===== config.mk =====
export PLATFORM = sky130hd
export DESIGN_NAME = ntm_cosh_top
export DESIGN_NICKNAME = d
export VERILOG_FILES = /design/src/design/ntm_cosh_cfg_pkg.sv /design/src/design/ntm_cosh_math_pkg.sv /design/src/design/ntm_cosh_if.sv /design/src/design/ntm_cosh_apb_regs.sv /design/src/design/ntm_cosh_matrix_ctrl.sv /design/src/design/ntm_cosh_matrix_buffer.sv /design/src/design/ntm_cosh_series_unit.sv /design/src/design/ntm_cosh_top.sv
export SDC_FILE = /design/constraint.sdc
export NUM_CORES = 1
export LEC_CHECK = 0
export BUFFER_PORTS_ARGS = -buffer_cell sky130_fd_sc_hd__clkbuf_2
export CORE_ASPECT_RATIO = 0.6
export CORE_MARGIN = 3
export CORE_UTILIZATION = 45
export DETAILED_ROUTE_END_ITERATION = 10
export PLACE_DENSITY_LB_ADDON = 0.1
export SLEW_MARGIN = 20
export SYNTH_ARGS = -nofsm -noshare
export SYNTH_HDL_FRONTEND = slang
export SYNTH_HIERARCHICAL = 1
export SYNTH_SLANG_ARGS = --single-unit

===== constraint.sdc =====
create_clock -name CLK -period 28.2 [get_ports CLK]
set_input_delay 2.82 -clock CLK [delete_from_list [all_inputs] [get_ports CLK]]
set_output_delay 2.82 -clock CLK [all_outputs]
set_load 0.02 [all_outputs]

===== src/design/ntm_cosh_cfg_pkg.sv =====
// Register map and control encodings for the cosh accelerator
// APB byte addresses are 8 bits, data words 32 bits
// Matrix dimensions are 3 bits, legal range 1..MAX_DIM
`default_nettype none

package ntm_cosh_cfg_pkg;

  localparam int ADDR_W = 8;
  localparam int WORD_W = 32;
  localparam int DIM_W  = 3;

  typedef logic [ADDR_W-1:0] addr_t;
  typedef logic [WORD_W-1:0] word_t;
  typedef logic [DIM_W-1:0]  dim_t;

  // Register offsets
  localparam addr_t ADDR_CTRL   = 8'h00;
  localparam addr_t ADDR_STATUS = 8'h04;
  localparam addr_t ADDR_SIZE   = 8'h08;
  localparam addr_t DATA_BASE   = 8'h80;

  // Field positions
  localparam int SIZE_J_LSB      = 0;
  localparam int SIZE_I_LSB      = 8;
  localparam int STATUS_BUSY_BIT = 0;
  localparam int STATUS_DONE_BIT = 1;

  // CTRL opcodes
  // Any other value written to CTRL is ignored
  typedef enum logic [WORD_W-1:0] {
    CMD_START_COSH = 32'd1,
    CMD_CLEAR_DONE = 32'd2
  } cmd_e;

  typedef enum logic [1:0] {
    ST_IDLE,
    ST_FETCH,
    ST_COMPUTE,
    ST_STORE
  } ctrl_state_e;

endpackage

`default_nettype wire


===== src/design/ntm_cosh_math_pkg.sv =====
// Unsigned Q4.12 arithmetic for the cosh series
// Range 0 .. 15.9998, no sign bit
// Taylor coefficients rounded to Q4.12: 1, 1/2, 1/24, 1/720
`default_nettype none

package ntm_cosh_math_pkg;

  localparam int Q_W       = 16;
  localparam int FRAC_BITS = 12;

  typedef logic [Q_W-1:0] q_t;

  // Saturation ceiling
  localparam q_t Q_MAX = '1;

  // Horner coefficients with C0 applied last
  localparam q_t COSH_C0 = 16'd4096;
  localparam q_t COSH_C1 = 16'd2048;
  localparam q_t COSH_C2 = 16'd171;
  localparam q_t COSH_C3 = 16'd6;

  // Series unit sequencing
  typedef enum logic [1:0] {
    SU_IDLE,
    SU_SQUARE,
    SU_HORNER,
    SU_DONE
  } series_state_e;

endpackage

`default_nettype wire


===== src/design/ntm_cosh_if.sv =====
// One element job between matrix control and series unit
// start and done are single-cycle pulses, no overlap of jobs
`timescale 1ns/100ps
`default_nettype none

interface ntm_cosh_if
  import ntm_cosh_math_pkg::*;
();

  // Job request
  logic start;
  q_t   operand;

  // Job completion
  q_t   result;
  logic done;

  modport ctrl (output start, output operand, input result, input done);

  modport unit (input start, input operand, output result, output done);

endinterface

`default_nettype wire


===== src/design/ntm_cosh_apb_regs.sv =====
// APB slave without wait states, PREADY not provided
// PRDATA and PSLVERR only meaningful in the access phase
// Buffer read launched in setup phase, data ready one cycle later
// DATA accesses refused while the engine runs
`timescale 1ns/100ps
`default_nettype none

module ntm_cosh_apb_regs
  import ntm_cosh_cfg_pkg::*;
  import ntm_cosh_math_pkg::*;
#(
  parameter int MAX_DIM = 4,
  parameter int IDX_W   = $clog2(MAX_DIM * MAX_DIM)
) (
  input  wire logic              CLK,
  input  wire logic              RST,
  input  wire logic              PSEL,
  input  wire logic              PENABLE,
  input  wire logic              PWRITE,
  input  wire addr_t             PADDR,
  input  wire word_t             PWDATA,
  output word_t                  PRDATA,
  output logic                   PSLVERR,
  input  wire logic              busy,
  input  wire logic              done,
  output logic                   cmd_start,
  output logic                   cmd_clear,
  output dim_t                   size_i,
  output dim_t                   size_j,
  output logic [IDX_W-1:0]       host_addr,
  output logic                   host_wr,
  output q_t                     host_wdata,
  input  wire q_t                host_rdata
);

  localparam int DEPTH = MAX_DIM * MAX_DIM;

  logic  access;
  logic  is_ctrl, is_status, is_size, is_data;
  addr_t data_off;
  logic  [ADDR_W-3:0] data_idx;
  logic  idx_ok;
  dim_t  wr_i, wr_j;
  logic  size_ok;
  cmd_e  cmd;

  //////////////////////////////////////////////////
  // Address decode
  //////////////////////////////////////////////////

  assign access    = PSEL && PENABLE;
  assign is_ctrl   = (PADDR == ADDR_CTRL);
  assign is_status = (PADDR == ADDR_STATUS);
  assign is_size   = (PADDR == ADDR_SIZE);
  assign is_data   = (PADDR >= DATA_BASE);

  // Row-major word index into the buffer
  assign data_off = PADDR - DATA_BASE;
  assign data_idx = data_off[ADDR_W-1:2];
  assign idx_ok   = (data_idx < DEPTH);

  // Host port address held stable across setup and access
  assign host_addr  = data_idx[IDX_W-1:0];
  assign host_wdata = PWDATA[Q_W-1:0];
  assign host_wr    = access && PWRITE && is_data && !busy && idx_ok;

  // Commands fire in the access cycle only
  assign cmd = cmd_e'(PWDATA);
  always_comb begin
    cmd_start = 1'b0;
    cmd_clear = 1'b0;
    if (access && PWRITE && is_ctrl) begin
      case (cmd)
        CMD_START_COSH: cmd_start = 1'b1;
        CMD_CLEAR_DONE: cmd_clear = 1'b1;
        default: ;
      endcase
    end
  end

  //////////////////////////////////////////////////
  // SIZE register with range check
  //////////////////////////////////////////////////

  assign wr_i    = PWDATA[SIZE_I_LSB +: DIM_W];
  assign wr_j    = PWDATA[SIZE_J_LSB +: DIM_W];
  assign size_ok = (wr_i != '0) && (wr_i <= MAX_DIM) && (wr_j != '0) && (wr_j <= MAX_DIM);

  always_ff @(posedge CLK or posedge RST) begin
    if (RST) begin
      // 1x1 after reset
      size_i <= dim_t'(1);
      size_j <= dim_t'(1);
    end else if (access && PWRITE && is_size && size_ok) begin
      size_i <= wr_i;
      size_j <= wr_j;
    end
  end

  // Error response
  assign PSLVERR = access && ((is_data && (busy || !idx_ok)) ||
                              (PWRITE && is_size && !size_ok));

  // Read mux
  always_comb begin
    PRDATA = '0;
    if (is_status) begin
      PRDATA[STATUS_BUSY_BIT] = busy;
      PRDATA[STATUS_DONE_BIT] = done;
    end else if (is_size) begin
      PRDATA[SIZE_I_LSB +: DIM_W] = size_i;
      PRDATA[SIZE_J_LSB +: DIM_W] = size_j;
    end else if (is_data && !busy && idx_ok) begin
      PRDATA[Q_W-1:0] = host_rdata;
    end
  end

endmodule

`default_nettype wire


===== src/design/ntm_cosh_matrix_ctrl.sv =====
// Row and column walk over the matrix, one element at a time
// 7 cycles per element: fetch, 5 in series unit, store
// Size captured at start, later SIZE writes do not disturb a job
// Start while busy is ignored
`timescale 1ns/100ps
`default_nettype none

module ntm_cosh_matrix_ctrl
  import ntm_cosh_cfg_pkg::*;
  import ntm_cosh_math_pkg::*;
#(
  parameter int MAX_DIM = 4,
  parameter int IDX_W   = $clog2(MAX_DIM * MAX_DIM)
) (
  input  wire logic        CLK,
  input  wire logic        RST,
  input  wire logic        cmd_start,
  input  wire logic        cmd_clear,
  input  wire dim_t        size_i,
  input  wire dim_t        size_j,
  output logic             busy,
  output logic             done,
  output logic [IDX_W-1:0] eng_addr,
  output logic             eng_wr,
  output q_t               eng_wdata,
  input  wire q_t          eng_rdata,
  ntm_cosh_if.ctrl         cosh_job
);

  ctrl_state_e state;
  dim_t        row, col;
  dim_t        last_i, last_j;
  logic        start_q;
  q_t          res_q;
  logic [2*DIM_W-1:0] lin_idx;

  // Linear element index, row-major
  assign lin_idx  = row * last_j + row + col;
  assign eng_addr = lin_idx[IDX_W-1:0];

  assign busy      = (state != ST_IDLE);
  assign eng_wr    = (state == ST_STORE);
  assign eng_wdata = res_q;

  // Operand straight from the synchronous read of the fetch cycle
  assign cosh_job.start   = start_q;
  assign cosh_job.operand = eng_rdata;

  //////////////////////////////////////////////////
  // Element loop FSM
  //////////////////////////////////////////////////

  always_ff @(posedge CLK or posedge RST) begin
    if (RST) begin
      state   <= ST_IDLE;
      row     <= '0;
      col     <= '0;
      last_i  <= '0;
      last_j  <= '0;
      start_q <= 1'b0;
      done    <= 1'b0;
    end else begin
      start_q <= 1'b0;
      case (state)
        ST_IDLE: begin
          if (cmd_start) begin
            row    <= '0;
            col    <= '0;
            last_i <= size_i - 1'b1;
            last_j <= size_j - 1'b1;
            done   <= 1'b0;
            state  <= ST_FETCH;
          end else if (cmd_clear) begin
            done <= 1'b0;
          end
        end
        ST_FETCH: begin
          // Read data lands next cycle together with the job start
          start_q <= 1'b1;
          state   <= ST_COMPUTE;
        end
        ST_COMPUTE: begin
          if (cosh_job.done) begin
            state <= ST_STORE;
          end
        end
        ST_STORE: begin
          // Column first, row on column wrap
          if (col == last_j) begin
            col <= '0;
            if (row == last_i) begin
              done  <= 1'b1;
              state <= ST_IDLE;
            end else begin
              row   <= row + 1'b1;
              state <= ST_FETCH;
            end
          end else begin
            col   <= col + 1'b1;
            state <= ST_FETCH;
          end
        end
        default: state <= ST_IDLE;
      endcase
    end
  end

  // Result holding register for the store cycle
  always_ff @(posedge CLK) begin
    if (state == ST_COMPUTE && cosh_job.done) begin
      res_q <= cosh_job.result;
    end
  end

endmodule

`default_nettype wire


===== src/design/ntm_cosh_matrix_buffer.sv =====
// Element store, MAX_DIM squared Q4.12 words, no reset on contents
// Two synchronous read ports, one cycle latency each
// No port collision check, host access only while the engine is idle
`timescale 1ns/100ps
`default_nettype none

module ntm_cosh_matrix_buffer
  import ntm_cosh_math_pkg::*;
#(
  parameter int MAX_DIM = 4,
  parameter int IDX_W   = $clog2(MAX_DIM * MAX_DIM)
) (
  input  wire logic             CLK,
  input  wire logic             RST,
  input  wire logic [IDX_W-1:0] host_addr,
  input  wire logic             host_wr,
  input  wire q_t               host_wdata,
  output q_t                    host_rdata,
  input  wire logic [IDX_W-1:0] eng_addr,
  input  wire logic             eng_wr,
  input  wire q_t               eng_wdata,
  output q_t                    eng_rdata
);

  localparam int DEPTH = MAX_DIM * MAX_DIM;

  q_t mem [DEPTH];

  // Write ports
  always_ff @(posedge CLK) begin
    if (host_wr) begin
      mem[host_addr] <= host_wdata;
    end
    if (eng_wr) begin
      mem[eng_addr] <= eng_wdata;
    end
  end

  // Registered reads
  always_ff @(posedge CLK or posedge RST) begin
    if (RST) begin
      host_rdata <= '0;
      eng_rdata  <= '0;
    end else begin
      host_rdata <= mem[host_addr];
      eng_rdata  <= mem[eng_addr];
    end
  end

endmodule

`default_nettype wire


===== src/design/ntm_cosh_series_unit.sv =====
// cosh(x) = 1 + y/2 + y^2/24 + y^3/720 with y = x*x, Horner order
// Every product truncated to Q4.12, sums and products saturate at Q_MAX
// Fixed 5 cycle job: start, square, three Horner steps, done on the last
// One shared multiplier
`timescale 1ns/100ps
`default_nettype none

module ntm_cosh_series_unit
  import ntm_cosh_math_pkg::*;
(
  input  wire logic CLK,
  input  wire logic RST,
  ntm_cosh_if.unit  cosh_job
);

  series_state_e state;
  logic          step;
  q_t            x_q;
  q_t            y_q;
  q_t            acc;

  q_t              mul_a, mul_b;
  logic [2*Q_W-1:0] prod;
  q_t              prod_q;
  q_t              coef;
  logic [Q_W:0]    sum;
  q_t              horner;

  //////////////////////////////////////////////////
  // Datapath
  //////////////////////////////////////////////////

  // Square in SU_SQUARE, y times accumulator otherwise
  assign mul_a = (state == SU_SQUARE) ? x_q : y_q;
  assign mul_b = (state == SU_SQUARE) ? x_q : acc;
  assign prod  = mul_a * mul_b;

  // Truncate fraction, clamp integer overflow
  assign prod_q = (|prod[2*Q_W-1:FRAC_BITS+Q_W]) ? Q_MAX : prod[FRAC_BITS +: Q_W];

  // Coefficient per Horner step
  always_comb begin
    case (state)
      SU_HORNER: coef = step ? COSH_C1 : COSH_C2;
      SU_DONE:   coef = COSH_C0;
      default:   coef = COSH_C3;
    endcase
  end

  assign sum    = {1'b0, prod_q} + {1'b0, coef};
  assign horner = sum[Q_W] ? Q_MAX : sum[Q_W-1:0];

  // Final step result is valid with done
  assign cosh_job.result = horner;
  assign cosh_job.done   = (state == SU_DONE);

  //////////////////////////////////////////////////
  // Sequencer
  //////////////////////////////////////////////////

  always_ff @(posedge CLK or posedge RST) begin
    if (RST) begin
      state <= SU_IDLE;
      step  <= 1'b0;
    end else begin
      case (state)
        SU_IDLE:   if (cosh_job.start) state <= SU_SQUARE;
        SU_SQUARE: begin
          step  <= 1'b0;
          state <= SU_HORNER;
        end
        SU_HORNER: begin
          step <= 1'b1;
          if (step) state <= SU_DONE;
        end
        default:   state <= SU_IDLE;
      endcase
    end
  end

  // Operand, square and accumulator
  always_ff @(posedge CLK) begin
    if (state == SU_IDLE && cosh_job.start) x_q <= cosh_job.operand;
    if (state == SU_SQUARE) begin
      y_q <= prod_q;
      acc <= COSH_C3;
    end
    if (state == SU_HORNER) acc <= horner;
  end

endmodule

`default_nettype wire


===== src/design/ntm_cosh_top.sv =====
// APB cosh accelerator, plain APB slave ports
// No PREADY and no interrupt, host polls STATUS or the done pin
// MAX_DIM legal range 2..5
`timescale 1ns/100ps
`default_nettype none

module ntm_cosh_top
  import ntm_cosh_cfg_pkg::*;
  import ntm_cosh_math_pkg::*;
#(
  parameter int MAX_DIM = 4
) (
  input  wire logic  CLK,
  input  wire logic  RST,
  input  wire logic  PSEL,
  input  wire logic  PENABLE,
  input  wire logic  PWRITE,
  input  wire addr_t PADDR,
  input  wire word_t PWDATA,
  output word_t      PRDATA,
  output logic       PSLVERR,
  output logic       done
);

  localparam int IDX_W = $clog2(MAX_DIM * MAX_DIM);

  // Register block to engine
  logic cmd_start, cmd_clear, busy;
  dim_t size_i, size_j;

  // Buffer ports
  logic [IDX_W-1:0] host_addr, eng_addr;
  logic             host_wr, eng_wr;
  q_t               host_wdata, host_rdata, eng_wdata, eng_rdata;

  ntm_cosh_if cosh_job ();

  ntm_cosh_apb_regs #(.MAX_DIM(MAX_DIM), .IDX_W(IDX_W)) apb_regs_i (
    .CLK, .RST, .PSEL, .PENABLE, .PWRITE, .PADDR, .PWDATA, .PRDATA, .PSLVERR,
    .busy, .done, .cmd_start, .cmd_clear, .size_i, .size_j,
    .host_addr, .host_wr, .host_wdata, .host_rdata
  );

  ntm_cosh_matrix_ctrl #(.MAX_DIM(MAX_DIM), .IDX_W(IDX_W)) matrix_ctrl_i (
    .CLK, .RST, .cmd_start, .cmd_clear, .size_i, .size_j, .busy, .done,
    .eng_addr, .eng_wr, .eng_wdata, .eng_rdata, .cosh_job(cosh_job.ctrl)
  );

  ntm_cosh_matrix_buffer #(.MAX_DIM(MAX_DIM), .IDX_W(IDX_W)) matrix_buffer_i (
    .CLK, .RST, .host_addr, .host_wr, .host_wdata, .host_rdata,
    .eng_addr, .eng_wr, .eng_wdata, .eng_rdata
  );

  ntm_cosh_series_unit series_unit_i (
    .CLK, .RST, .cosh_job(cosh_job.unit)
  );

endmodule

`default_nettype wire


==> impl_metrics.csv <==
group,metric,value,unit
run_status,status,"finished clean",
grt,grt_pass1_wl,142900,um
detailed_routing,first_pass_iters,7,
yosys,syn_area,0.03008,sq mm
worst_setup_path,crit_arrival,11.47,ns
floorplanning,chipHeight,206.3,um
final_layout,final_cells,3399,
sta,min_period,11.19,ns
clock_network,cts_resized,0,
place,dp_hpwl,70990,um
clock_network,clk_latency,0.56,ns
clock_network,cts_made_buffers,37,
sta,fin_setup_tns,0,ns
final_layout,n_fill_cell,5858,
final_layout,drive_gt1_frac,0.2585,
yosys,synth_common_cells,"edfxtp_1 (320), inv_1 (279), nand2_1 (264)",
worst_setup_path,cpMostUsedCell,"fa_1",
yosys,synthCells,2521,
worst_setup_path,cp-start-kind,"flop",
yosys,synth_seq_area_share,0.3670,
sta,drv_slew,0,
clock_network,post_cts_buffers,0,
floorplanning,pin_count,79,
detailed_routing,drtIter0Drc,2702,
yosys,yosysMostFrequentCell,"edfxtp_1",
yosys,ys_async_sr_fraction,0.1512,
detailed_routing,vias_per_cell,6.061,
place,dp.cells,3332,
power_and_ir_drop,pwr_density_cell,37.36,mW/mm^2
yosys,ys_top_cells_by_area,"edfxtp_1 (32%), fa_1 (13%), mux4_2 (9.6%), mux2_2 (8.9%), ha_1 (5.2%)",
sta,hold_violations,0,
worst_setup_path,cp-end-kind,"flop",
worst_setup_path,crit_type,"flop to flop",
clock_network,cts_root_buf,"clkbuf_16",
floorplanning,coreArea,0.06531,sq mm
power_and_ir_drop,p_leak,12.73,nW
yosys,synth_ff_type,"edfxtp_1",
clock_network,h-tree-depth,2,
worst_setup_path,slowest_delay,0.75,ns
grt,grt_max_degree,89,
grt,grt_overflow,0,
yosys,ys_types,90,
detailed_routing,wire_per_inst,28.97,um
detailed_routing,antenna_left,0,
detailed_routing,finalWirelength,98460,um
place,port_buffers,62,
grt,grt_pass1_vias,20190,
sta,setup_viol,0,
sta,rsz0062_at_grt,"false",
detailed_routing,vias,20600,
power_and_ir_drop,p_total,0.001204,W
clock_network,cts_buffer_depth,3,
yosys,ys.warnings.count,6,
yosys,syn_area_per_cell,11.93,sq um
final_layout,num_antenna_cells,0,
detailed_routing,drc_errors,0,
sta,slew_headroom,0.2235,
sta,worst_pin_slew,1.160,ns
worst_setup_path,cp.required,28.48,ns
worst_setup_path,worstPathMaxFanout,88,
worst_setup_path,cpMaxStageDelayCell,"a211oi_1",
min_path,min_path_type,"flop to flop",
clock_network,clk_pin_slew,0.07,ns
clock_network,hold_buffers,0,
yosys,synth_edf_count,320,
place,routabilityCongestion,0.9803,
final_layout,nets,2853,
yosys,yosysTopAreaCell,"edfxtp_1",
sta,fin_skew,0.01874,ns
floorplanning,die_w,339.8,um
yosys,yosys_register_bits,377,
sta,period_share,0.3969,
floorplanning,initial_utilization,0.4605,
yosys,synth_top_area_share,0.3195,
flow_run,maxCapViolCount,0,
final_layout,area_delta_synth_final,7.163,%
clock_network,cts_sinks,377,
worst_setup_path,reg2reg_slack,17.01,ns
sta,holdWs,0.4184,ns
grt,grt.total_usage,0.2820,
power_and_ir_drop,ir_worst_vdd,32.41,uV
final_layout,fin_util,0.4935,
grt,antenna_found_initial,2,
sta,max_clock_freq,89.34,MHz
clock_network,tritoncts,"done",
floorplanning,rows,72,
floorplanning,die_area,0.07008,sq mm
metal layers:
| metal | GRT usage | wire length (um) |
|---|---|---|
| met2 | 0.3584 | 37340 |
| met3 | 0.1103 | 13210 |
| met1 | 0.4516 | 46850 |
| met4 | 0.03653 | 1058 |
| met5 | 0 | 11 |
through the flow:
step / setup WS [ns] / area [sq um]
finish: 17.01 / 32230
floorplan: 18.52 / 30130
CTS: 17.25 / 32220
global placement: 17.53 / 30950
global route: 16.29 / 32230
detailed placement: 17.27 / 30950
power breakdown:
group	internal, W	switching [W]	total, W
sequential	0.000605	0.000000832	0.000606
combinational	0.0000289	0.0000369	0.0000658
clock	0.000306	0.000226	0.000532
total	0.000940	0.000264	0.00120
worst max-delay path: cells and delay by family (launching register included):
kind	cells	cell delay [ns]
adder cells (fa/ha/maj)	10	4.25
AO/OA/AOI/OAI	10	2.79
AND/OR/NAND/NOR	7	1.88
buffers and inverters	8	1.51
flip-flops	1	0.41
area by class of cell:
type / count / area (sq um) / area share
clock buffer: 49 / 1075 / 0.03334
multi-input combinational: 1673 / 17050 / 0.5291
tap: 888 / 1111 / 0.03447
timing repair buffer: 115 / 713.2 / 0.02213
inverter: 279 / 1047 / 0.03249
sequential: 377 / 11040 / 0.3425
clock inverter: 18 / 195.2 / 0.006056
registers in the layout, summed over array words and instances (netlist names), 16 cells and up:
register / flops
series_unit_i/acc: 16
matrix_buffer_i/host_rdata: 16
series_unit_i/y_q: 16
matrix_buffer_i/eng_rdata: 16
series_unit_i/x_q: 16
matrix_buffer_i/mem: 256
matrix_ctrl_i/eng_wdata: 16
path summary, 6_finish.rpt:
path                       depth (start not counted)                             end                          from
setup / recovery                                  35            series_unit_i/acc[2]        series_unit_i/state[1]
hold / removal                                     0            series_unit_i/x_q[8]  matrix_buffer_i/eng_rdata[8]
setup reg to reg                                  35            series_unit_i/acc[2]        series_unit_i/state[1]
hold reg to reg                                    0            series_unit_i/x_q[8]  matrix_buffer_i/eng_rdata[8]
max in group asynchronous                          3  matrix_buffer_i/host_rdata[11]                           RST
min in group asynchronous                          2          series_unit_i/state[1]                           RST
layout by cell type, fill, tap and decap left out, types with 44 or more instances in the layout:
cell type and count:
mux2_2 239, dfrtp_1 55, mux4_2 128, inv_1 278, ha_1 123, fa_1 199
nand2_1 264, buf_4 55, edfxtp_1 320, a21oi_1 44, clkbuf_2 60, nor2_1 164
a22oi_1 66
kinds of logic (layout without fill, tap and decap cells):
group,after synthesis,in the layout,share of synthesized area
XOR/XNOR,41,41,0.01194
other,1,16,0.0001247
AND/OR/NAND/NOR,574,574,0.08603
multiplexers,403,403,0.2014
AO/OA/AOI/OAI,314,314,0.07376
buffers and inverters,486,461,0.07492
flip-flops,377,377,0.3670
adder cells (fa/ha/maj),325,325,0.1849
Note: power is estimated with default switching activity, not from simulation.
